==> src/verilog/pam_pkg.sv <==
`default_nettype none

package pam_pkg;

	// ========================================
	// Command encoding
	// ========================================

	// Operation carried through the pipeline
	// Value 3 is never generated by the queue
	typedef enum logic [1:0]
	{
		OP_ALLOC   = 2'd0,
		OP_FREE    = 2'd1,
		OP_FREEALL = 2'd2
	} pam_op_e;

	// ========================================
	// Map geometry
	// ========================================

	// Page bits held in one map word
	localparam int PAM_WORD_BITS = 64;

	// Pages 0 to 2 are kept for the OS
	// The last page (system stack) is reserved as well
	localparam int PAM_RESERVED_LOW = 3;

	// ========================================
	// Defaults for the top level
	// ========================================

	// Width of a page number, 8192 pages
	localparam int PAM_DEF_PAGE_BITS = 13;

	// 4 KiB pages
	localparam int PAM_DEF_PAGE_SHIFT = 12;

	// Command queue entries
	localparam int PAM_DEF_QUEUE_DEPTH = 4;

endpackage

`default_nettype wire

==> src/verilog/pam_cmd_if.sv <==
`timescale 1ns/1ps
`default_nettype none

// Queued command, queue to bitmap
interface pam_cmd_if #(
	parameter int PAGE_BITS = pam_pkg::PAM_DEF_PAGE_BITS
);
	import pam_pkg::*;

	// One-cycle issue strobe
	logic valid;
	// Operation and page number for a free
	pam_op_e op;
	logic [PAGE_BITS-1:0] pageno;
	// Bitmap working, from accept until completion
	logic busy;

	// Queue side
	modport source
	(
		output valid,
		output op,
		output pageno,
		input busy
	);

	// Bitmap side
	modport sink
	(
		input valid,
		input op,
		input pageno,
		output busy
	);

endinterface

`default_nettype wire

==> src/verilog/pam_cmd_queue.sv <==
`timescale 1ns/1ps
`default_nettype none

module pam_cmd_queue #(
	parameter int PAGE_BITS   = pam_pkg::PAM_DEF_PAGE_BITS,
	parameter int QUEUE_DEPTH = pam_pkg::PAM_DEF_QUEUE_DEPTH
)
(
	input  wire logic                 clk,
	input  wire logic                 rst,
	input  wire logic                 alloc_i,
	input  wire logic                 free_i,
	input  wire logic                 freeall_i,
	input  wire logic [PAGE_BITS-1:0] pageno_i,
	output logic                      overflow_o,
	pam_cmd_if.source                 cmd
);
	import pam_pkg::*;

	localparam int PTR_W = (QUEUE_DEPTH > 1) ? $clog2(QUEUE_DEPTH) : 1;
	localparam int CNT_W = $clog2(QUEUE_DEPTH + 1);

	// FIFO storage
	pam_op_e              op_mem   [QUEUE_DEPTH];
	logic [PAGE_BITS-1:0] page_mem [QUEUE_DEPTH];

	logic [PTR_W-1:0] wr_ptr_q;
	logic [PTR_W-1:0] rd_ptr_q;
	logic [CNT_W-1:0] count_q;

	pam_op_e              push_op;
	logic [PAGE_BITS-1:0] push_page;
	logic                 push_req;
	logic                 full;
	logic                 push;
	logic                 pop;

	// ========================================
	// Strobe encoding
	// ========================================

	// Priority freeall, free, alloc
	// Page number only matters for a free
	always_comb
	begin
		push_op = OP_ALLOC;
		push_page = '0;
		if (freeall_i)
			push_op = OP_FREEALL;
		else if (free_i)
		begin
			push_op = OP_FREE;
			push_page = pageno_i;
		end
	end

	assign push_req = alloc_i | free_i | freeall_i;
	assign full = (count_q == CNT_W'(QUEUE_DEPTH));
	// No room, command is lost
	assign push = push_req & ~full;
	// Issue only to an idle bitmap, and never two strobes back to back
	assign pop = (count_q != '0) & ~cmd.valid & ~cmd.busy;

	// ========================================
	// Storage and issue register
	// ========================================

	always_ff @(posedge clk)
	begin
		if (push)
		begin
			op_mem[wr_ptr_q] <= push_op;
			page_mem[wr_ptr_q] <= push_page;
		end
		if (pop)
		begin
			cmd.op <= op_mem[rd_ptr_q];
			cmd.pageno <= page_mem[rd_ptr_q];
		end
	end

	// Pointers, occupancy and flags
	always_ff @(posedge clk)
	begin
		if (rst)
		begin
			wr_ptr_q <= '0;
			rd_ptr_q <= '0;
			count_q <= '0;
			cmd.valid <= 1'b0;
			overflow_o <= 1'b0;
		end
		else
		begin
			cmd.valid <= pop;
			if (push_req & full)
				overflow_o <= 1'b1;
			if (push)
				wr_ptr_q <= (wr_ptr_q == PTR_W'(QUEUE_DEPTH - 1)) ? '0 : wr_ptr_q + 1'b1;
			if (pop)
				rd_ptr_q <= (rd_ptr_q == PTR_W'(QUEUE_DEPTH - 1)) ? '0 : rd_ptr_q + 1'b1;
			case ({push, pop})
			2'b10: count_q <= count_q + 1'b1;
			2'b01: count_q <= count_q - 1'b1;
			default: count_q <= count_q;
			endcase
		end
	end

endmodule

`default_nettype wire

==> src/flat_wrapper.sv <==
// flat-port wrapper written by rule: the top's interface ports become plain ports
module pam_cmd_queue_flat import pam_pkg::*;
#(
	parameter int PAGE_BITS   = pam_pkg::PAM_DEF_PAGE_BITS,
	parameter int QUEUE_DEPTH = pam_pkg::PAM_DEF_QUEUE_DEPTH
)
  (clk, rst, alloc_i, free_i, freeall_i, pageno_i, overflow_o, cmd_valid, cmd_op, cmd_pageno, cmd_busy);
  pam_cmd_if #(.PAGE_BITS(PAGE_BITS)) cmd_i ();
  input  wire logic clk;
  input  wire logic rst;
  input  wire logic alloc_i;
  input  wire logic free_i;
  input  wire logic freeall_i;
  input  wire logic [PAGE_BITS-1:0] pageno_i;
  output logic overflow_o;
  output wire logic [$bits(cmd_i.valid)-1:0] cmd_valid;
  output wire logic [$bits(cmd_i.op)-1:0] cmd_op;
  output wire logic [$bits(cmd_i.pageno)-1:0] cmd_pageno;
  input wire logic [$bits(cmd_i.busy)-1:0] cmd_busy;
  assign cmd_valid = cmd_i.valid;
  assign cmd_op = cmd_i.op;
  assign cmd_pageno = cmd_i.pageno;
  assign cmd_i.busy = cmd_busy;
  pam_cmd_queue #(.PAGE_BITS(PAGE_BITS), .QUEUE_DEPTH(QUEUE_DEPTH)) u_core (.clk(clk), .rst(rst), .alloc_i(alloc_i), .free_i(free_i), .freeall_i(freeall_i), .pageno_i(pageno_i), .overflow_o(overflow_o), .cmd(cmd_i));
endmodule
==> config.mk <==
export PLATFORM = sky130hd
export DESIGN_NAME = pam_cmd_queue_flat
export DESIGN_NICKNAME = d
export VERILOG_FILES = /design/src/verilog/pam_pkg.sv /design/src/verilog/pam_cmd_if.sv /design/src/verilog/pam_cmd_queue.sv /design/src/flat_wrapper.sv
export SDC_FILE = /design/constraint.sdc
export NUM_CORES = 1
export LEC_CHECK = 0
export BUFFER_PORTS_ARGS = -buffer_cell sky130_fd_sc_hd__buf_2
export CAP_MARGIN = 20
export CORE_MARGIN = 3
export CORE_UTILIZATION = 55
export DETAILED_ROUTE_END_ITERATION = 16
export PLACE_DENSITY = 0.74
export SLEW_MARGIN = 30
export SYNTH_ARGS = -nofsm -noshare
export SYNTH_HDL_FRONTEND = slang
export SYNTH_SLANG_ARGS = --single-unit
==> constraint.sdc <==
create_clock -name clk -period 5.8 [get_ports clk]
set_input_delay 0.29 -clock clk [delete_from_list [all_inputs] [get_ports clk]]
set_output_delay 0.29 -clock clk [all_outputs]
set_load 0.02 [all_outputs]
==> impl_metrics.yaml, run 1 <==
worst_setup_path:
  criticalPathCategory: "reg2reg"
  endpoint_kind: "flip-flop"
  r2r_cells: 9
  crit_arrival_ns: 2.37
  r2r_slack_ns: 3.70
  worstPathRequired_ns: 6.07
  startpoint_type: "flip-flop"
  cp_max_fo: 7
placed_design:
  dpl.hpwl_mm: 3.41
  dp.cells: 271
  place.gp.congestion: 0.808
  portBuffers: 35
clocking:
  clock-sinks: 84
  clk_latency_ns: 0.34
  path_clk_slew_ns: 0.08
  cts_root_buf: "clkbuf_8"
  post_cts_buffers: 0
  cts.path.max_buffers: 2
  htreeDepth: 3
  cts_hold_buf: 0
  cts_resized: 0
  cts_buffers: 9
  cts_tree: "done"
timing:
  worst_slew_pin_slew_ns: 0.835
  finalHoldViolCount: 0
  finalCriticalPeriod_ns: 2.10
  finalCritPeriodShare: 0.362
  rsz0062_at_grt: "false"
  relSlewSlack: 0.443
  fmax_mhz: 476
  setup_viol: 0
  report.final.slew_viol_count: 0
  setup_tns_ns: 0
  finClkSkew_ns: 0.00554
detailed_routing:
  wirelength_mm: 5.26
  dr.pass1.iters: 4
  drc: 0
  vias: 1574
  viasPerCell: 5.50
  drt_iter0_drc: 79
  ant_nets: 0
  wl_per_cell_microns: 18.4
worst_hold_path:
  holdPathStages: 1
  hold_class: "in2reg"
yosys:
  netlist_instances: 168
  synth_area_leaders: "edfxtp_1 70%, mux4_2 10%, dfxtp_1 5.6%, and2_1 3.3%, ha_1 2.3%"
  synth_top_cell_area_share: 0.696
  syn-cell-area_sq_um: 3240
  synth_largest_area_cell: "edfxtp_1"
  yosysWarnings: 0
  syn_area_per_cell_sq_um: 19.3
  synth_nets: 194
  ys_seq_area_frac: 0.751
  synth_seq_cells: 84
  ys_types: 28
final_layout:
  n_fill_cell: 400
  drive_gt1_frac: 0.318
  seqCellArea_sq_um: 2430
  stdcell_count: 286
  antenna_cells: 0
  nNetsFinal: 236
  areaGrowthSynthToFinish_pct: 13.1
  multi_input_area_sq_um: 752
power:
  p_switching_mw: 0.476
  p_seq_frac: 0.544
  power_frac_comb: 0.234
  leakagePower_nw: 1.34
  clockPowerShare: 0.222
  p_per_area_nw_per_um2: 462
  p_int_mw: 1.22
  total_power_mw: 1.69
  power.switching_fraction: 0.281
  irDropWorstVdd_v: 0.000212
floorplanning:
  coreArea_sq_um: 5610
  die_w_microns: 82.7
  initial_utilization: 0.577
  dieArea_sq_um: 6840
  dieHeight_microns: 82.7
  row_count: 27
  io-pin-count: 36
global_routing:
  grt_pass1_wl_mm: 8.27
  grt_max_degree: 18
  antenna_found_initial: 0
  grtUsageTotal: 0.174
  grt_pass1_vias: 1678
  overflow: 0
status:
  outcome: "completed"
flow_run:
  max_cap_violations: 0
-- cells in the mapped netlist --
cell type   n
a31oi_1     1
nand2_1     3
a21oi_1     2
mux2i_1     1
nor2_1      7
a31o_2      1
buf_2       1
or3_1       2
nor3_1      4
inv_1       7
fa_1        1
dfxtp_1     9
a21boi_4    1
nor2b_1     1
mux2_4      1
buf_4       1
or3_4       1
o311a_1     1
and3_1      1
nand3_1     1
xor2_1      2
edfxtp_1   75
clkbuf_1    3
and2_1     17
o21ai_0     2
buf_6       1
ha_1        6
mux4_2     15
-- power groups by stage --
stage / registers [mW] / logic, mW / clock network (mW)
2_1_floorplan: 0.955 / 0.257 / 0
3_3_place_gp: 0.924 / 0.391 / 0
3_5_place_dp: 0.938 / 0.406 / 0
4_1_cts: 0.924 / 0.407 / 0.380
5_1_grt: 0.939 / 0.436 / 0.402
6_report: 0.921 / 0.396 / 0.375
-- layer usage --
layer / vias to the layer above / GRT usage / part of all wire
li1: 731 / - / -
met1: 795 / 0.212 / 0.43
met2: 36 / 0.293 / 0.51
met3: 12 / 0.0325 / 0.036
met4: 0 / 0.0948 / 0.024
met5: - / 0 / 0
-- critical path, stage by stage, from the launching register on --
cell	delay, ns
dfxtp_1	0.36
nor2_1	0.24
a21boi_4	0.12
inv_1	0.07
ha_1	0.18
inv_1	0.06
fa_1	0.38
xor2_1	0.16
or3_1	0.30
a21oi_1	0.15
-- state kept, by name, indices dropped and copies added, names as in the netlist --
signal,cells
u_core.page_mem,52
u_core.overflow_o,1
u_core.cmd.op,2
u_core.wr_ptr_q,2
u_core.count_q,3
u_core.rd_ptr_q,2
u_core.cmd.pageno,13
u_core.cmd.valid,1
u_core.op_mem,8
-- logic make-up (layout without fill, tap and decap cells) --
group	after synthesis	after routing	synth area share
flops	84	84	0.751
simple gates	37	37	0.0634
mux	17	17	0.112
buf+inv	13	59	0.0189
compound gates	8	8	0.0197
fa+ha+maj	7	7	0.0294
xor+xnor	2	2	0.00541
-- per-stage QoR --
| stage | cell area [sq um] | worst slack [ns] | hold slack [ns] | utilization |
|---|---|---|---|---|
| final | 3660 | 3.70 | 0.219 | 0.653 |
| after global routing | 3660 | 3.59 | 0.207 | 0.653 |
| after CTS | 3660 | 3.72 | 0.205 | 0.653 |
| after detailed placement | 3490 | 3.46 | 0.480 | 0.622 |
| after global placement | 3490 | 3.56 | 0.449 | 0.622 |
| after floorplan | 3240 | 2.67 | 0.389 | - |
-- worst paths after layout --
kind | from | end
worst max register to register | u_core.count_q[0] | u_core.count_q[2]
worst min-delay path | freeall_i | u_core.op_mem[1][1]
worst min register to register | u_core.overflow_o | u_core.overflow_o
worst max-delay path | u_core.count_q[0] | u_core.count_q[2]
-- placed cells by master (no fill, tap or decap), types with 2 or more instances in the layout --
cell,n
mux4_2,15
clkinv_1,3
edfxtp_1,75
dfxtp_1,9
clkbuf_1,2
nand2_1,3
a21oi_1,2
buf_4,2
nor2_1,7
or3_1,2
ha_1,6
nor3_1,3
inv_1,7
buf_2,35
and2_1,17
xor2_1,2
o21ai_0,2
clkbuf_8,9
-- layout make-up --
cell class / instances / share of cell area
repair buffers: 37 / 0.0519
flip-flops and latches: 84 / 0.664
well taps: 72 / 0.0246
multi-input cells: 71 / 0.205
clock buffers: 11 / 0.0359
inverters: 7 / 0.00717
clock inverters: 4 / 0.0113
No activity file was read; power rests on OpenSTA's default activity.
==> run 2, diff against run 1 <==
CORE_UTILIZATION = 52   (was 55)
PLACE_DENSITY = 0.73   (was 0.74)
clock period = 1.7 ns   (was 5.8 ns; I/O delays follow)
==> impl_metrics.yaml, run 2 (synthesis results as in run 1) <==
status:
  outcome: "complete, but fails checks"
  violations: "negative setup slack"
clocking:
  cts_tree: "done"
  cts.path.max_buffers: 2
  cts_buffers: 9
  clock-sinks: 84
  htreeDepth: 3
  cts_root_buf: "clkbuf_8"
  clk_latency_ns: 0.34
  path_clk_slew_ns: 0.09
final_layout:
  nNetsFinal: 257
  final_cell_mix: "75 x edfxtp_1, 35 x buf_2, 19 x buf_4"
  areaGrowthSynthToFinish_pct: 21.6
  largest_reg_flops: 52
  stdcell_count: 311
  design_area_sq_um: 3940
  largest-register: "u_core.page_mem"
  drive_gt1_frac: 0.432
  antenna_cells: 0
  reg_top3: "u_core.page_mem (52), u_core.cmd.pageno (13), u_core.op_mem (8)"
  n_fill_cell: 407
  mostFrequentLayoutCell: "edfxtp_1"
floorplanning:
  initial_utilization: 0.541
  dieArea_sq_um: 7210
  io-pin-count: 36
  die_w_microns: 84.9
  dieHeight_microns: 84.9
  coreArea_sq_um: 5990
  row_count: 28
placed_design:
  pre_cts_ws_ns: -0.290
  portBuffers: 35
  dpl.hpwl_mm: 3.64
  place.gp.congestion: 0.898
  dpl_cell_area_sq_um: 3680
  dp.cells: 291
worst_setup_path:
  worstPathRequired_ns: 1.97
  endpoint_kind: "flip-flop"
  crit_arrival_ns: 2.08
  cp_max_fo: 4
  startpoint_type: "flip-flop"
  criticalPathCategory: "reg2reg"
timing:
  report.final.slew_viol_count: 0
  fin_ws_ns: -0.111
  worst_slew_pin_slew_ns: 0.257
  finalCriticalPeriod_ns: 1.81
  relSlewSlack: 0.829
  holdWs_ns: 0.0620
  finalCritPeriodShare: 1.07
  fmax_mhz: 552
  finClkSkew_ns: 0.0114
  rsz0062_at_grt: "true"
  finalHoldViolCount: 0
  setup_viol: 1
global_routing:
  antenna_found_initial: 0
  overflow: 0
  use_met2: 0.303
  grt_util_met1: 0.178
  grt_max_degree: 18
  grtUsageTotal: 0.163
  grt_pass1_vias: 1876
  met3_usage: 0.0456
  busiest_layer: "met2"
  grt_pass1_wl_mm: 8.87
detailed_routing:
  viasPerCell: 5.33
  drc: 0
  drt_iter0_drc: 78
  dr.pass1.iters: 4
  wirelength_mm: 5.39
  vias: 1658
  ant_nets: 0
  wl_per_cell_microns: 17.3
power:
  leakagePower_nw: 1.47
  p_per_area_nw_per_um2: 1580
  total_power_mw: 6.23
  irDropWorstVdd_v: 0.000944
worst_hold_path:
  hold_class: "in2reg"
flow_run:
  max_cap_violations: 0
run 2: changes by cell type in the layout (fill, tap and decap cells not counted), moves of 3 or more:
cell	delta
dfxtp_4	+3
clkinv_1	-3
clkinv_4	+3
buf_4	+17
dfxtp_1	-4
inv_6	+3
run 2: per-stage QoR:
stage | utilization | setup TNS [ns]
finish | 0.657 | -0.111
global route | 0.657 | -0.188
CTS | 0.657 | -0.119
global placement | 0.614 | -0.321
detailed placement | 0.614 | -0.428
floorplan | - | -0.955
run 2: area by class of cell:
type                       instances  area (sq um)  share of cell area
tap                               75          93.8              0.0238
multi-input combinational         71           790               0.200
sequential                        84          2440               0.621
clock buffer                       9           124              0.0314
timing repair buffer              58           378              0.0959
clock inverter                     7          82.6              0.0210
inverter                           7          26.3             0.00667
run 2: critical path, stage by stage (launching register included):
cell and delay, ns:
dfxtp_4 0.38, nor3_4 0.06, nor3_4 0.18, ha_4 0.17, inv_2 0.03, fa_2 0.32, xor2_1 0.15, or3_1 0.30
a21oi_1 0.14
run 2: repair_timing:
action | in CTS | in global routing
pin swaps | 4 | 0
endpoints found under the setup margin | 2 | 1
setup buffers | 2 | 0
hold buffers | 2 | 0
hold endpoints to repair | 1 | 0
resized for setup | 5 | 0
run 2: layer usage:
layer / vias up / wire, microns
li1: 772 / -
met5: - / 0
met3: 4 / 236
met4: 0 / 23
met1: 840 / 2080
met2: 42 / 3060
run 2: final timing paths:
check | from | endpoint | slack (ns) | depth (start not counted)
setup reg to reg | u_core.count_q[2] | u_core.count_q[2] | -0.11 | 8
hold / removal | freeall_i | u_core.op_mem[1][1] | 0.06 | 2
setup / recovery | u_core.count_q[2] | u_core.count_q[2] | -0.11 | 8
hold reg to reg | u_core.wr_ptr_q[1] | u_core.wr_ptr_q[1] | 0.52 | 2
run 2: report_power, final:
part	total, mW	leakage [nW]	switching [mW]	internal [mW]
logic	1.71	0.573	0.897	0.809
clock network	1.42	0.105	0.719	0.702
registers	3.11	0.794	0.182	2.93
total	6.23	1.47	1.80	4.44
==> run 3, diff against run 2 <==
CORE_MARGIN = 1   (was 3)
==> impl_metrics.yaml, run 3 (synthesis results as in run 1) <==
status:
  outcome: "complete, but fails checks"
  violations: "negative setup slack"
timing:
  finalCriticalPeriod_ns: 1.84
  relSlewSlack: 0.759
  fin_ws_ns: -0.142
  finClkSkew_ns: 0.00500
  finalHoldViolCount: 0
  report.final.slew_viol_count: 0
  setup_tns_ns: -0.168
  rsz0062_at_grt: "true"
  holdWs_ns: 0.0626
  fmax_mhz: 543
  finalCritPeriodShare: 1.08
  setup_viol: 2
  worst_slew_pin_slew_ns: 0.362
global_routing:
  grt_max_degree: 18
  grt_pass1_wl_mm: 8.69
  antenna_found_initial: 0
  grt_pass1_vias: 1785
  grtUsageTotal: 0.189
  overflow: 0
worst_setup_path:
  crit_arrival_ns: 2.10
  r2r_slack_ns: -0.14
  r2r_end: "u_core.count_q[2]"
  criticalPathCategory: "reg2reg"
  startpoint_type: "flip-flop"
  endpoint_kind: "flip-flop"
  reg2reg_from: "u_core.count_q[0]"
  cp_max_fo: 3
  worstPathRequired_ns: 1.96
  r2r_cells: 8
final_layout:
  multi_input_area_sq_um: 790
  design_area_sq_um: 3950
  final_cell_mix: "75 x edfxtp_1, 35 x buf_2, 20 x buf_4"
  drive_gt1_frac: 0.419
  largest-register: "u_core.page_mem"
  seqCellArea_sq_um: 2440
  mostFrequentLayoutCell: "edfxtp_1"
  areaGrowthSynthToFinish_pct: 22.0
  antenna_cells: 0
  stdcell_count: 311
  utilization: 0.663
  reg_top3: "u_core.page_mem (52), u_core.cmd.pageno (13), u_core.op_mem (8)"
  n_fill_cell: 435
  largest_reg_flops: 52
  nNetsFinal: 257
clocking:
  cts.path.max_buffers: 2
  path_clk_slew_ns: 0.08
  clk_latency_ns: 0.33
  cts_tree: "done"
  htreeDepth: 3
  cts_buffers: 9
  clock-sinks: 84
  cts_root_buf: "clkbuf_8"
floorplanning:
  dieArea_sq_um: 6550
  coreArea_sq_um: 5960
  row_count: 28
  dieHeight_microns: 80.9
  initial_utilization: 0.544
  die_w_microns: 80.9
  io-pin-count: 36
detailed_routing:
  ant_nets: 0
  dr.pass1.iters: 4
  drt_iter0_drc: 73
  wirelength_mm: 5.39
  viasPerCell: 5.24
  drc: 0
  vias: 1630
  wl_per_cell_microns: 17.3
placed_design:
  portBuffers: 35
  dpl_cell_area_sq_um: 3670
  place.gp.congestion: 0.737
  dp.cells: 292
  pre_cts_ws_ns: -0.322
  dpl.hpwl_mm: 3.61
worst_hold_path:
  min_to: "u_core.op_mem[3][1]"
  hold_class: "in2reg"
  holdPathStages: 2
  min_from: "freeall_i"
power:
  p_per_area_nw_per_um2: 1620
  leakagePower_nw: 1.48
  irDropWorstVdd_v: 0.000802
  total_power_mw: 6.38
flow_run:
  max_cap_violations: 0
==> run 3: cell count changes in the layout (fill, tap and decap cells not counted) <==
cell,change
clkinv_1,+2
buf_4,+1
clkinv_4,-3
buf_12,-1
inv_6,-3
clkbuf_1,+1
bufinv_16,+2
clkinv_2,+1
==> run 3: power breakdown <==
part	internal (mW)	switching, mW
clock network	0.964	0.633
logic	0.777	0.902
registers	2.93	0.177
==> run 3: area by class of cell <==
class	count	area share
clock inverter	6	0.0260
timing repair buffer	58	0.0925
tap	75	0.0238
multi-input combinational	71	0.200
inverter	7	0.00665
clock buffer	10	0.0323
sequential	84	0.619
==> run 3: worst max-delay path by stage <==
| stage | startpoint | end | slack [ns] | depth (start not counted) |
|---|---|---|---|---|
| floorplan | u_core.count_q[2] | u_core.count_q[2] | -0.55 | 8 |
| global placement | free_i | u_core.count_q[2] | -0.23 | 10 |
| detailed placement | free_i | u_core.count_q[2] | -0.32 | 10 |
| CTS | u_core.count_q[0] | u_core.count_q[2] | -0.17 | 9 |
| global route | u_core.count_q[1] | u_core.count_q[2] | -0.22 | 8 |
| finish | u_core.count_q[0] | u_core.count_q[2] | -0.14 | 8 |
==> run 3: worst max-delay path: stages, from the launching register on <==
cell	delay, ns
dfxtp_4	0.38
nor3_4	0.05
nor3_4	0.19
ha_4	0.18
inv_2	0.04
fa_2	0.33
xor2_1	0.15
or3_1	0.31
a21oi_1	0.12
==> run 3: metal layers <==
layer,GRT usage,vias up,share of wire
met2,0.324,38,0.54
met1,0.222,812,0.40
met5,0,-,0
met3,0.0483,9,0.037
li1,-,771,-
met4,0.0893,0,0.019
==> run 3: timing repair <==
item / CTS / global route
hold buffers: 2 / 0
gates resized for setup: 3 / 2
setup buffers: 1 / 0
setup endpoints to repair: 2 / 2
pin swaps: 3 / 1
hold endpoints to repair: 1 / 0
