===== src/verilog/pam_pkg.sv =====
`default_nettype none

package pam_pkg;

	// ========================================
	// Command encoding
	// ========================================

	// Operation carried through the pipeline
	// Value 3 is never generated by the queue
	typedef enum logic [1:0]
	{
		OP_ALLOC   = 2'd0,
		OP_FREE    = 2'd1,
		OP_FREEALL = 2'd2
	} pam_op_e;

	// ========================================
	// Map geometry
	// ========================================

	// Page bits held in one map word
	localparam int PAM_WORD_BITS = 64;

	// Pages 0 to 2 are kept for the OS
	// The last page (system stack) is reserved as well
	localparam int PAM_RESERVED_LOW = 3;

	// ========================================
	// Defaults for the top level
	// ========================================

	// Width of a page number, 8192 pages
	localparam int PAM_DEF_PAGE_BITS = 13;

	// 4 KiB pages
	localparam int PAM_DEF_PAGE_SHIFT = 12;

	// Command queue entries
	localparam int PAM_DEF_QUEUE_DEPTH = 4;

endpackage

`default_nettype wire


===== src/verilog/pam_resp_if.sv =====
`timescale 1ns/1ps
`default_nettype none

// Completed command, bitmap to response stage
interface pam_resp_if #(
	parameter int PAGE_BITS = pam_pkg::PAM_DEF_PAGE_BITS
);
	import pam_pkg::*;

	// One-cycle completion strobe
	logic done;
	// Operation that finished
	pam_op_e op;
	// Allocated or freed page, 0 on failure
	logic [PAGE_BITS-1:0] pageno;
	// Low on refusal, exhaustion or the reset sweep
	logic ok;

	// Bitmap side
	modport source
	(
		output done,
		output op,
		output pageno,
		output ok
	);

	// Response stage side
	modport sink
	(
		input done,
		input op,
		input pageno,
		input ok
	);

endinterface

`default_nettype wire


===== src/verilog/pam_resp.sv =====
`timescale 1ns/1ps
`default_nettype none

module pam_resp #(
	parameter int PAGE_BITS  = pam_pkg::PAM_DEF_PAGE_BITS,
	parameter int PAGE_SHIFT = pam_pkg::PAM_DEF_PAGE_SHIFT
)
(
	input  wire logic                            clk,
	input  wire logic                            rst,
	pam_resp_if.sink                             resp,
	output logic                                 done_o,
	output logic                                 ok_o,
	output logic [PAGE_BITS-1:0]                 pageno_o,
	output logic [PAGE_BITS+PAGE_SHIFT-1:0]      addr_o,
	output logic [PAGE_BITS-1:0]                 free_count_o
);
	import pam_pkg::*;

	// Map words times bits per word
	localparam int TOTAL_PAGES = (2 ** (PAGE_BITS - $clog2(PAM_WORD_BITS))) * PAM_WORD_BITS;
	// Low reserved pages plus the last one
	localparam int MAX_FREE = TOTAL_PAGES - PAM_RESERVED_LOW - 1;

	logic sweep_done;

	// Reset sweep ends as a freeall with ok low, not reported outside
	assign sweep_done = resp.done & (resp.op == OP_FREEALL) & ~resp.ok;

	// ========================================
	// Result register
	// ========================================

	always_ff @(posedge clk)
	begin
		if (resp.done)
		begin
			pageno_o <= resp.pageno;
			// Page number to byte address
			addr_o <= {resp.pageno, {PAGE_SHIFT{1'b0}}};
		end
	end

	always_ff @(posedge clk)
	begin
		if (rst)
		begin
			done_o <= 1'b0;
			ok_o <= 1'b0;
			free_count_o <= '0;
		end
		else
		begin
			done_o <= resp.done & ~sweep_done;
			// ok only alongside done
			ok_o <= resp.done & resp.ok;
			if (resp.done)
			begin
				case (resp.op)
				OP_ALLOC:
					if (resp.ok)
						free_count_o <= free_count_o - PAGE_BITS'(1);
				OP_FREE:
					if (resp.ok)
						free_count_o <= free_count_o + PAGE_BITS'(1);
				// Clear, user or sweep
				OP_FREEALL:
					free_count_o <= PAGE_BITS'(MAX_FREE);
				default:
					free_count_o <= free_count_o;
				endcase
			end
		end
	end

endmodule

`default_nettype wire


===== src/flat_wrapper.sv =====
// flat-port wrapper written by rule: the top's interface ports become plain ports
module pam_resp_flat import pam_pkg::*;
#(
	parameter int PAGE_BITS  = pam_pkg::PAM_DEF_PAGE_BITS,
	parameter int PAGE_SHIFT = pam_pkg::PAM_DEF_PAGE_SHIFT
)
  (clk, rst, done_o, ok_o, pageno_o, addr_o, free_count_o, resp_done, resp_op, resp_pageno, resp_ok);
  pam_resp_if #(.PAGE_BITS(PAGE_BITS)) resp_i ();
  input  wire logic clk;
  input  wire logic rst;
  output logic done_o;
  output logic ok_o;
  output logic [PAGE_BITS-1:0] pageno_o;
  output logic [PAGE_BITS+PAGE_SHIFT-1:0] addr_o;
  output logic [PAGE_BITS-1:0] free_count_o;
  input wire logic [$bits(resp_i.done)-1:0] resp_done;
  input wire logic [$bits(resp_i.op)-1:0] resp_op;
  input wire logic [$bits(resp_i.pageno)-1:0] resp_pageno;
  input wire logic [$bits(resp_i.ok)-1:0] resp_ok;
  assign resp_i.done = resp_done;
  assign resp_i.op = resp_op;
  assign resp_i.pageno = resp_pageno;
  assign resp_i.ok = resp_ok;
  pam_resp #(.PAGE_BITS(PAGE_BITS), .PAGE_SHIFT(PAGE_SHIFT)) u_core (.clk(clk), .rst(rst), .resp(resp_i), .done_o(done_o), .ok_o(ok_o), .pageno_o(pageno_o), .addr_o(addr_o), .free_count_o(free_count_o));
endmodule

===== config.mk =====
export PLATFORM = sky130hd
export DESIGN_NAME = pam_resp_flat
export DESIGN_NICKNAME = d
export VERILOG_FILES = /design/src/verilog/pam_pkg.sv /design/src/verilog/pam_resp_if.sv /design/src/verilog/pam_resp.sv /design/src/flat_wrapper.sv
export SDC_FILE = /design/constraint.sdc
export NUM_CORES = 1
export LEC_CHECK = 0
export ABC_AREA = 1
export ABC_CLOCK_PERIOD_IN_PS = 1800
export BUFFER_PORTS_ARGS = -buffer_cell sky130_fd_sc_hd__buf_2
export CAP_MARGIN = 0
export CELL_PAD_IN_SITES_DETAIL_PLACEMENT = 1
export CELL_PAD_IN_SITES_GLOBAL_PLACEMENT = 2
export CORE_AREA = 2 2 65 128
export DETAILED_ROUTE_END_ITERATION = 7
export DIE_AREA = 0 0 67 130
export HOLD_SLACK_MARGIN = 0.08
export PLACE_DENSITY = 0.8
export REMOVE_ABC_BUFFERS = 1
export SLEW_MARGIN = 30
export SYNTH_ARGS = -nofsm -noshare
export SYNTH_HDL_FRONTEND = slang
export SYNTH_SLANG_ARGS = --single-unit

===== constraint.sdc =====
create_clock -name clk -period 1.8 [get_ports clk]
set_clock_uncertainty 0.1 [all_clocks]
set_input_delay 0.09 -clock clk [delete_from_list [all_inputs] [get_ports clk]]
set_output_delay 0.09 -clock clk [all_outputs]
set_load 0.1 [all_outputs]

==> results_dict.tcl, run 1 <==
set metrics [dict create \
    path_clk_slew_ns 0.08 \
    cp.arrival_ns 1.73 \
    critPathMostFrequentCell "nand2_1" \
    hp-start "resp_op[0]" \
    viasPerCell 4.35 \
    rr_startpoint "u_core.free_count_o[4]" \
    dpl_cell_area_mm2 0.00233 \
    syn_avg_cell_area_um2 7.42 \
    fin_crit_ns 1.65 \
    portBuffers 59 \
    clockBufferDepth 2 \
    p_int_mw 1.45 \
    dieArea_mm2 0.00871 \
    fp.coreArea_mm2 0.00783 \
    clk-insertion-delay-late_ns 0.27 \
    antenna_found_initial 0 \
    grt_pass1_vias 1921 \
    ant_nets 0 \
    postCtsSetupBuffers 0 \
    grt-busiest-layer "met2" \
    grtUsageMet1_pct 15.7 \
    hp-class "primary input to flop" \
    ir_drop_mv 0.401 \
    hold_viol_final 0 \
    fin_nets 375 \
    critPathLaunchType "flop" \
    leakagePower_nw 1.47 \
    syn_to_final_growth_pct 34.7 \
    synthCells 262 \
    post-route-drc-count 0 \
    grt_usage_pct 13.3 \
    grt_pass1_wl_um 8980 \
    path_max_fanout 5 \
    crit_buf_inv 2 \
    yosys_warnings 0 \
    outcome "completed" \
    power_frac_seq_pct 27.9 \
    most-common-layout-cells "nand2_1, buf_2, inv_1" \
    cts_tree "yes" \
    core.rowCount 46 \
    synth.area.top_cells "edfxtp_1, dfxtp_1, nand2_1" \
    grt_start_max_net_pins 18 \
    drv_cap 0 \
    fp.dieH_um 130 \
    layout_setup_ws_ns 0.155 \
    final_cell_area_mm2 0.00262 \
    fin_tns_setup_ns 0 \
    clkPwrFrac_pct 25.6 \
    cts_max_level 1 \
    path_cells "ha_1 > nand2_1 > inv_1 > nand2_1 > nand2_1 > nand2_1 > nand3_1 > nand2_1 > nand3_1 > nand2_1 > inv_1" \
    yosysSeqAreaShare_pct 35.5 \
    final_max_slew_viol_count 0 \
    nFillCells 1015 \
    max_freq_ghz 0.608 \
    synth_top_cell_area_share_pct 20.1 \
    place_hpwl_um 4340 \
    crit_type "flop to flop" \
    grt_util_met3_pct 1.38 \
    netlist_area_mm2 0.00194 \
    die_w_um 67 \
    routedWlPerCell_um 12.8 \
    vias 1906 \
    p_sw_share_pct 46.4 \
    setup_viol 0 \
    synth.largest_area_cell "edfxtp_1" \
    grt_overflow 0 \
    min_period_over_period_pct 91.4 \
    io_pins 72 \
    drtIter0Drc 83 \
    globalplace.congestion 0.793 \
    final_layout_size_suffix_gt1_share_pct 29.5 \
    slowest_stage "ha_1" \
    ys_types 27 \
    wl_um 5600 \
    cp-end-kind "flop" \
    netSwitchingPower_mw 1.25 \
    dp_slack_ns -0.160 \
    cts_buffers 3 \
    cts.sinks 28 \
    max_stage_delay_ns 0.38 \
    pwr-share-comb_pct 46.5 \
    critPathTopFamily "simple AND/OR/NAND/NOR gates" \
    final_common_cell "nand2_1" \
    use_met2_pct 23.9 \
    dr.pass1.iters 4 \
    antennaDiodeCount 0 \
    start_util_pct 24.8 \
    ys_seq_elements 28 \
    worstPathRequired_ns 1.88 \
    clockRootBuffer "clkbuf_16" \
    startpoint "u_core.free_count_o[4]" \
    powerDensity_mw_per_mm2 1030 \
    rsz0062_at_grt "no" \
]
[sequential cells by signal, summed over array words and instances, names as in the netlist]
name	count
u_core.done_o	1
u_core.free_count_o	13
u_core.pageno_o	13
u_core.ok_o	1
[cell usage after synthesis]
cell type   n
nand2_2     2
fa_1        1
nand2_1    66
xor2_1      1
buf_4      27
edfxtp_1   13
nand4_1     4
nand2_4     1
or2_2       1
o211ai_1    1
nand3_1    21
conb_1      1
nor2_2      5
dfxtp_1    15
o21bai_1    4
inv_1      48
xnor2_1     1
o221ai_1    2
buf_2       1
ha_1       12
nand3_2     1
o21ai_0     9
inv_2       1
nor2_1     15
a21oi_1     7
buf_6       1
nand3_4     1
[worst min-delay path, cell delays in order]
cell and delay, ns:
buf_2 0.09, nor2_1 0.04, nand2_1 0.09, o211ai_1 0.09, inv_1 0.05
[routing by layer]
layer	vias up	wire length, µm
met3	8	243
met2	52	2980
met5	-	0
met1	897	2280
li1	949	-
met4	0	104
[cell type report]
type	count	area, µm²	share of cell area [%]
timing repair buffer	94	596	22.8
sequential	28	691	26.4
clock inverter	1	30.0	1.15
multi-input combinational	167	922	35.2
clock buffer	3	75.1	2.87
tap	96	120	4.59
inverter	49	184	7.03
[kinds of logic after synthesis]
group           count (synthesis)  synth area share, %
simple gates                  117                 26.9
buf+inv                        78                 20.7
flops                          28                 35.5
compound gates                 23                 6.95
fa+ha+maj                      13                 8.76
xor+xnor                        2                0.902
other cells                     1                0.193
[worst paths after layout]
kind	endpoint	depth (start not counted)	slack [ns]
max reg2reg	u_core.free_count_o[9]	11	0.15
max	u_core.free_count_o[9]	11	0.15
min reg2reg	u_core.free_count_o[2]	2	0.50
min	u_core.done_o	5	0.11
[power by group through the flow]
stage | Combinational [mW] | Clock [mW] | Sequential (mW)
final | 1.26 | 0.692 | 0.753
after global routing | 1.35 | 0.737 | 0.759
after CTS | 1.25 | 0.706 | 0.752
after detailed placement | 1.22 | 0 | 0.767
after global placement | 1.20 | 0 | 0.764
after floorplan | 0.434 | 0 | 1.29
[what timing repair did]
item / in CTS / in global routing
hold endpoints to repair: 16 / 0
hold buffers: 15 / 0
setup endpoints to repair: 0 / 5
gates resized for setup: 0 / 7
[per-stage QoR]
step	cells	util [%]	power (mW)	hold WS, ns
global route	438	33.4	2.84	0.147
finish	438	33.4	2.70	0.111
CTS	438	33.0	2.70	0.109
floorplan	244	-	1.72	0.0591
detailed placement	419	29.8	1.98	0.169
global placement	419	29.8	1.96	0.169
Note: power is estimated with default switching activity, not from simulation.
==> run 2: changes to the inputs <==
- ABC_CLOCK_PERIOD_IN_PS: 1800 -> 1330
- CORE_AREA: 2 2 65 128 -> 2 2 67 133
- CTS_CLUSTER_DIAMETER: not set -> 40
- DIE_AREA: 0 0 67 130 -> 0 0 69 135
- PLACE_DENSITY: 0.8 -> not set
- PLACE_DENSITY_LB_ADDON: not set -> 0.1
- clock period: 1.8 -> 1.33 ns (I/O delays scaled with it)
==> results_dict.tcl, run 2 (same netlist as run 1, synthesis figures left out) <==
set metrics [dict create \
    outcome "finished, violations left" \
    failed_checks "negative setup slack" \
    place_hpwl_um 5390 \
    vias 2010 \
    grt_pass1_wl_um 10300 \
    portBuffers 59 \
    fin_crit_ns 1.61 \
    rsz0062_at_grt "yes" \
    grt_usage_pct 14.2 \
    worstPathRequired_ns 1.41 \
    wl_um 6630 \
    top_regs "u_core.free_count_o: 13 flops, u_core.pageno_o: 13 flops" \
    path_max_fanout 4 \
    min_path_cells 2 \
    path_cells "fa_2 > buf_4 > buf_4 > nand3_2 > nand3_1 > nand2_1 > nand3_1 > nand2_1 > inv_1" \
    dp_slack_ns -0.615 \
    fp.dieH_um 135 \
    grt_pass1_vias 2067 \
    max_freq_ghz 0.621 \
    drtIter0Drc 35 \
    cts_buffers 3 \
    leakagePower_nw 1.69 \
    core.rowCount 47 \
    crit_type "flop to flop" \
    p_total_mw 3.82 \
    ff2ff_setup_slack_ns -0.28 \
    antenna_found_initial 0 \
    clk-insertion-delay-late_ns 0.27 \
    hold-path-endpoint "u_core.pageno_o[10]" \
    fp.coreArea_mm2 0.00823 \
    slowest_stage "fa_2" \
    most-common-layout-cells "nand2_1, inv_1, buf_2" \
    r2r_cells 9 \
    ant_nets 0 \
    routedWlPerCell_um 14.2 \
    powerDensity_mw_per_mm2 1170 \
    grt_start_max_net_pins 16 \
    hp-start "resp_done" \
    path_clk_slew_ns 0.08 \
    antennaDiodeCount 0 \
    setup_viol 11 \
    cp.arrival_ns 1.69 \
    drv_cap 0 \
    max_stage_delay_ns 0.44 \
    layout_setup_ws_ns -0.281 \
    cp-end-kind "flop" \
    hold_viol_final 0 \
    hp-class "primary input to flop" \
    startpoint "u_core.free_count_o[0]" \
    critPathTopFamily "adder cells" \
    clockBufferDepth 2 \
    start_util_pct 23.6 \
    ir_drop_mv 0.501 \
    post-route-drc-count 0 \
    critPathLaunchType "flop" \
    cts_tree "yes" \
    fin_nets 402 \
    final_layout_size_suffix_gt1_share_pct 47.7 \
    reg2reg_to "u_core.free_count_o[10]" \
    grt_overflow 0 \
    rr_startpoint "u_core.free_count_o[0]" \
    final_max_slew_viol_count 0 \
    crit_buf_inv 3 \
    die_w_um 69 \
    viasPerCell 4.30 \
    min_period_over_period_pct 121 \
    dr.pass1.iters 4 \
    clockRootBuffer "clkbuf_16" \
    cts_max_level 1 \
    io_pins 72 \
    dieArea_mm2 0.00932 \
    cts.sinks 28 \
    final_common_cell "nand2_1" \
    syn_to_final_growth_pct 68.4 \
    globalplace.congestion 0.729 \
]
## run 2: cell count changes in the layout (fill, tap and decap cells not counted), sizes merged
cell,previous run,this run
bufinv,1,0
buf,79,106
clkbuf,3,4
## run 2: power by group
part | switching (mW) | internal (mW) | leakage (nW)
registers | 0.0542 | 0.974 | 0.255
clock network | 0.320 | 0.412 | 0.0382
logic | 1.43 | 0.633 | 1.39
total | 1.80 | 2.02 | 1.69
## run 2: area by class of cell
type | instances | area (µm²)
Clock buffer | 4 | 78.8
Fill cell | 982 | 4960
Inverter | 49 | 184
Multi-Input combinational cell | 167 | 1180
Sequential cell | 28 | 707
Tap cell | 98 | 123
Timing Repair Buffer | 121 | 1000
## run 2: repair_timing
| action | 4_1_cts | 5_1_grt |
|---|---|---|
| endpoints found under the hold margin | 16 | 0 |
| resized for setup | 39 | 30 |
| pin swaps | 7 | 15 |
| hold buffers | 15 | 0 |
| setup endpoints to repair | 11 | 11 |
| setup buffers | 1 | 3 |
## run 2: worst register-to-register path: cells and delay by family, from the launching register on
kind          cells  cell delay [ns]
fa+ha+maj         1             0.44
buf+inv           3             0.31
flops             1             0.34
simple gates      5             0.33
## run 2: how the worst max path moves through the flow
stage / endpoint / slack, ns / cells after the start
2_1_floorplan: u_core.free_count_o[7] / -0.91 / 9
6_report: u_core.free_count_o[10] / -0.28 / 9
5_1_grt: u_core.free_count_o[6] / -0.38 / 9
3_5_place_dp: u_core.free_count_o[9] / -0.61 / 13
4_1_cts: u_core.free_count_o[6] / -0.29 / 9
3_3_place_gp: u_core.free_count_o[9] / -0.56 / 13
## run 2: per-stage QoR
step | hold WS, ns | std cells | cell area, µm² | utilization, % | TNS (ns)
floorplan | 0.0356 | 244 | 1770 | - | -18.91
global placement | 0.145 | 444 | 2690 | 32.6 | -4.80
detailed placement | 0.145 | 444 | 2690 | 32.6 | -5.08
CTS | 0.121 | 464 | 3110 | 37.8 | -2.57
global route | 0.162 | 467 | 3270 | 39.8 | -3.35
finish | 0.130 | 467 | 3270 | 39.8 | -2.33
## run 2: metal layers
| metal | global-route usage [%] | up-vias | part of all wire (%) |
|---|---|---|---|
| li1 | - | 999 | - |
| met1 | 12.7 | 945 | 32 |
| met2 | 31.3 | 61 | 63 |
| met3 | 1.57 | 5 | 3.9 |
| met4 | 4.25 | 0 | 1.3 |
| met5 | 0 | - | 0 |
==> run 3: changes to the inputs <==
- ABC_CLOCK_PERIOD_IN_PS: 1330 -> 2100
- CORE_AREA: 2 2 67 133 -> 2 2 62 123
- DIE_AREA: 0 0 69 135 -> 0 0 64 125
- clock period: 1.33 -> 2.1 ns (I/O delays scaled with it)
==> results_dict.tcl, run 3 (same netlist as run 1, synthesis figures left out) <==
set metrics [dict create \
    outcome "completed" \
    hold_viol_final 0 \
    drv_cap 0 \
    min_path_cells 5 \
    critPathTopFamily "simple AND/OR/NAND/NOR gates" \
    globalplace.congestion 0.768 \
    grt_pass1_vias 1899 \
    post-route-drc-count 0 \
    reg2reg_to "u_core.free_count_o[6]" \
    drtIter0Drc 29 \
    place_inst 398 \
    cts_resized 0 \
    slowest_stage "fa_1" \
    min_period_over_period_pct 84.6 \
    crit_buf_inv 1 \
    multiInputGateArea_um2 891 \
    hp-start "resp_op[0]" \
    grt_usage_pct 15.1 \
    cts_max_level 1 \
    crit_type "flop to flop" \
    fp.dieH_um 125 \
    syn_to_final_growth_pct 26.3 \
    grt_overflow 0 \
    cp.arrival_ns 1.86 \
    ff2ff_setup_slack_ns 0.32 \
    nFillCells 925 \
    grt_pass1_wl_um 9290 \
    final_common_cell "nand2_1" \
    core.rowCount 44 \
    critPathLaunchType "flop" \
    cts_buffers 3 \
    routedWlPerCell_um 13.4 \
    leakagePower_nw 1.39 \
    cp-end-kind "flop" \
    io_pins 72 \
    max_stage_delay_ns 0.50 \
    final_layout_size_suffix_gt1_share_pct 24.0 \
    clockRootBuffer "clkbuf_16" \
    clockBufferDepth 2 \
    ant_nets 0 \
    stdcell_count 417 \
    slew-limit-headroom_pct 64.3 \
    viasPerCell 4.22 \
    hp-class "primary input to flop" \
    layout_setup_ws_ns 0.324 \
    dpl_cell_area_mm2 0.00220 \
    antenna_found_initial 0 \
    r2r_cells 9 \
    powerDensity_mw_per_mm2 919 \
    rsz0062_at_grt "no" \
    path_cells "fa_1 > nand2_2 > nor2_2 > nor2_2 > nor2_2 > o21bai_1 > nand3_1 > nand3_1 > inv_1" \
    die_w_um 64 \
    fin_crit_ns 1.78 \
    clk-insertion-delay-late_ns 0.28 \
    grt_start_max_net_pins 18 \
    postCtsSetupBuffers 0 \
    cts_hold_buffers 15 \
    hold-path-endpoint "u_core.done_o" \
    final_cell_area_mm2 0.00245 \
    path_max_fanout 4 \
    ir_drop_mv 0.393 \
    rr_startpoint "u_core.free_count_o[1]" \
    fin_nets 358 \
    max_freq_ghz 0.563 \
    portBuffers 59 \
    vias 1760 \
    most-common-layout-cells "nand2_1, buf_2, inv_1" \
    worst_slew_pin_slew_ns 0.535 \
    cts.sinks 28 \
    setup_viol 0 \
    start_util_pct 27.4 \
    fin_tns_setup_ns 0 \
    wl_um 5590 \
    dp_slack_ns 0.123 \
    path_clk_slew_ns 0.09 \
    dr.pass1.iters 4 \
    dieArea_mm2 0.00800 \
    worstPathRequired_ns 2.18 \
    final_max_slew_viol_count 0 \
    cts_tree "yes" \
    fp.coreArea_mm2 0.00710 \
    place_hpwl_um 4380 \
    top_regs "u_core.free_count_o: 13 flops, u_core.pageno_o: 13 flops" \
    seq_area_um2 691 \
    startpoint "u_core.free_count_o[1]" \
    critPathMostFrequentCell "nor2_2" \
    antennaDiodeCount 0 \
]
-- run 3: routing by layer --
metal	up-vias	part of all wire, %	track usage (%)
met1	812	38	15.8
li1	907	-	-
met4	0	4.1	7.93
met2	26	56	28.2
met5	-	0	0
met3	15	1.9	1.98
-- run 3: report_power, final --
| part | total, mW | internal (mW) | switching [mW] |
|---|---|---|---|
| Combinational | 1.01 | 0.197 | 0.812 |
| Clock | 0.603 | 0.381 | 0.222 |
| Sequential | 0.643 | 0.615 | 0.0274 |
| Total | 2.25 | 1.19 | 1.06 |
-- run 3: worst max path at each step --
stage | end | slack (ns) | cells past startpoint
6_report | u_core.free_count_o[6] | 0.32 | 9
5_1_grt | u_core.free_count_o[6] | 0.16 | 9
4_1_cts | u_core.free_count_o[6] | 0.30 | 9
3_5_place_dp | u_core.free_count_o[6] | 0.12 | 13
3_3_place_gp | u_core.free_count_o[6] | 0.16 | 13
2_1_floorplan | u_core.free_count_o[7] | -0.14 | 9
-- run 3: cell type report --
type / count / area share (%)
Inverter: 49 / 7.50
Clock buffer: 3 / 3.06
Timing Repair Buffer: 77 / 19.1
Multi-Input combinational cell: 167 / 36.3
Sequential cell: 28 / 28.1
Tap cell: 92 / 4.69
Clock inverter: 1 / 1.22
-- run 3: metrics by stage --
stage          utilization [%]  total power, mW  hold slack (ns)
2_1_floorplan                -             1.47           0.0741
5_1_grt                   34.5             2.38            0.152
3_5_place_dp              31.0             1.65            0.183
6_report                  34.5             2.25            0.110
4_1_cts                   34.5             2.29            0.113
3_3_place_gp              31.0             1.65            0.182
-- run 3: worst min-delay path, delay by kind of cell --
kind                   cells  cell delay [ns]
buffers and inverters      2             0.14
AND/OR/NAND/NOR            2             0.12
AO/OA/AOI/OAI              1             0.08
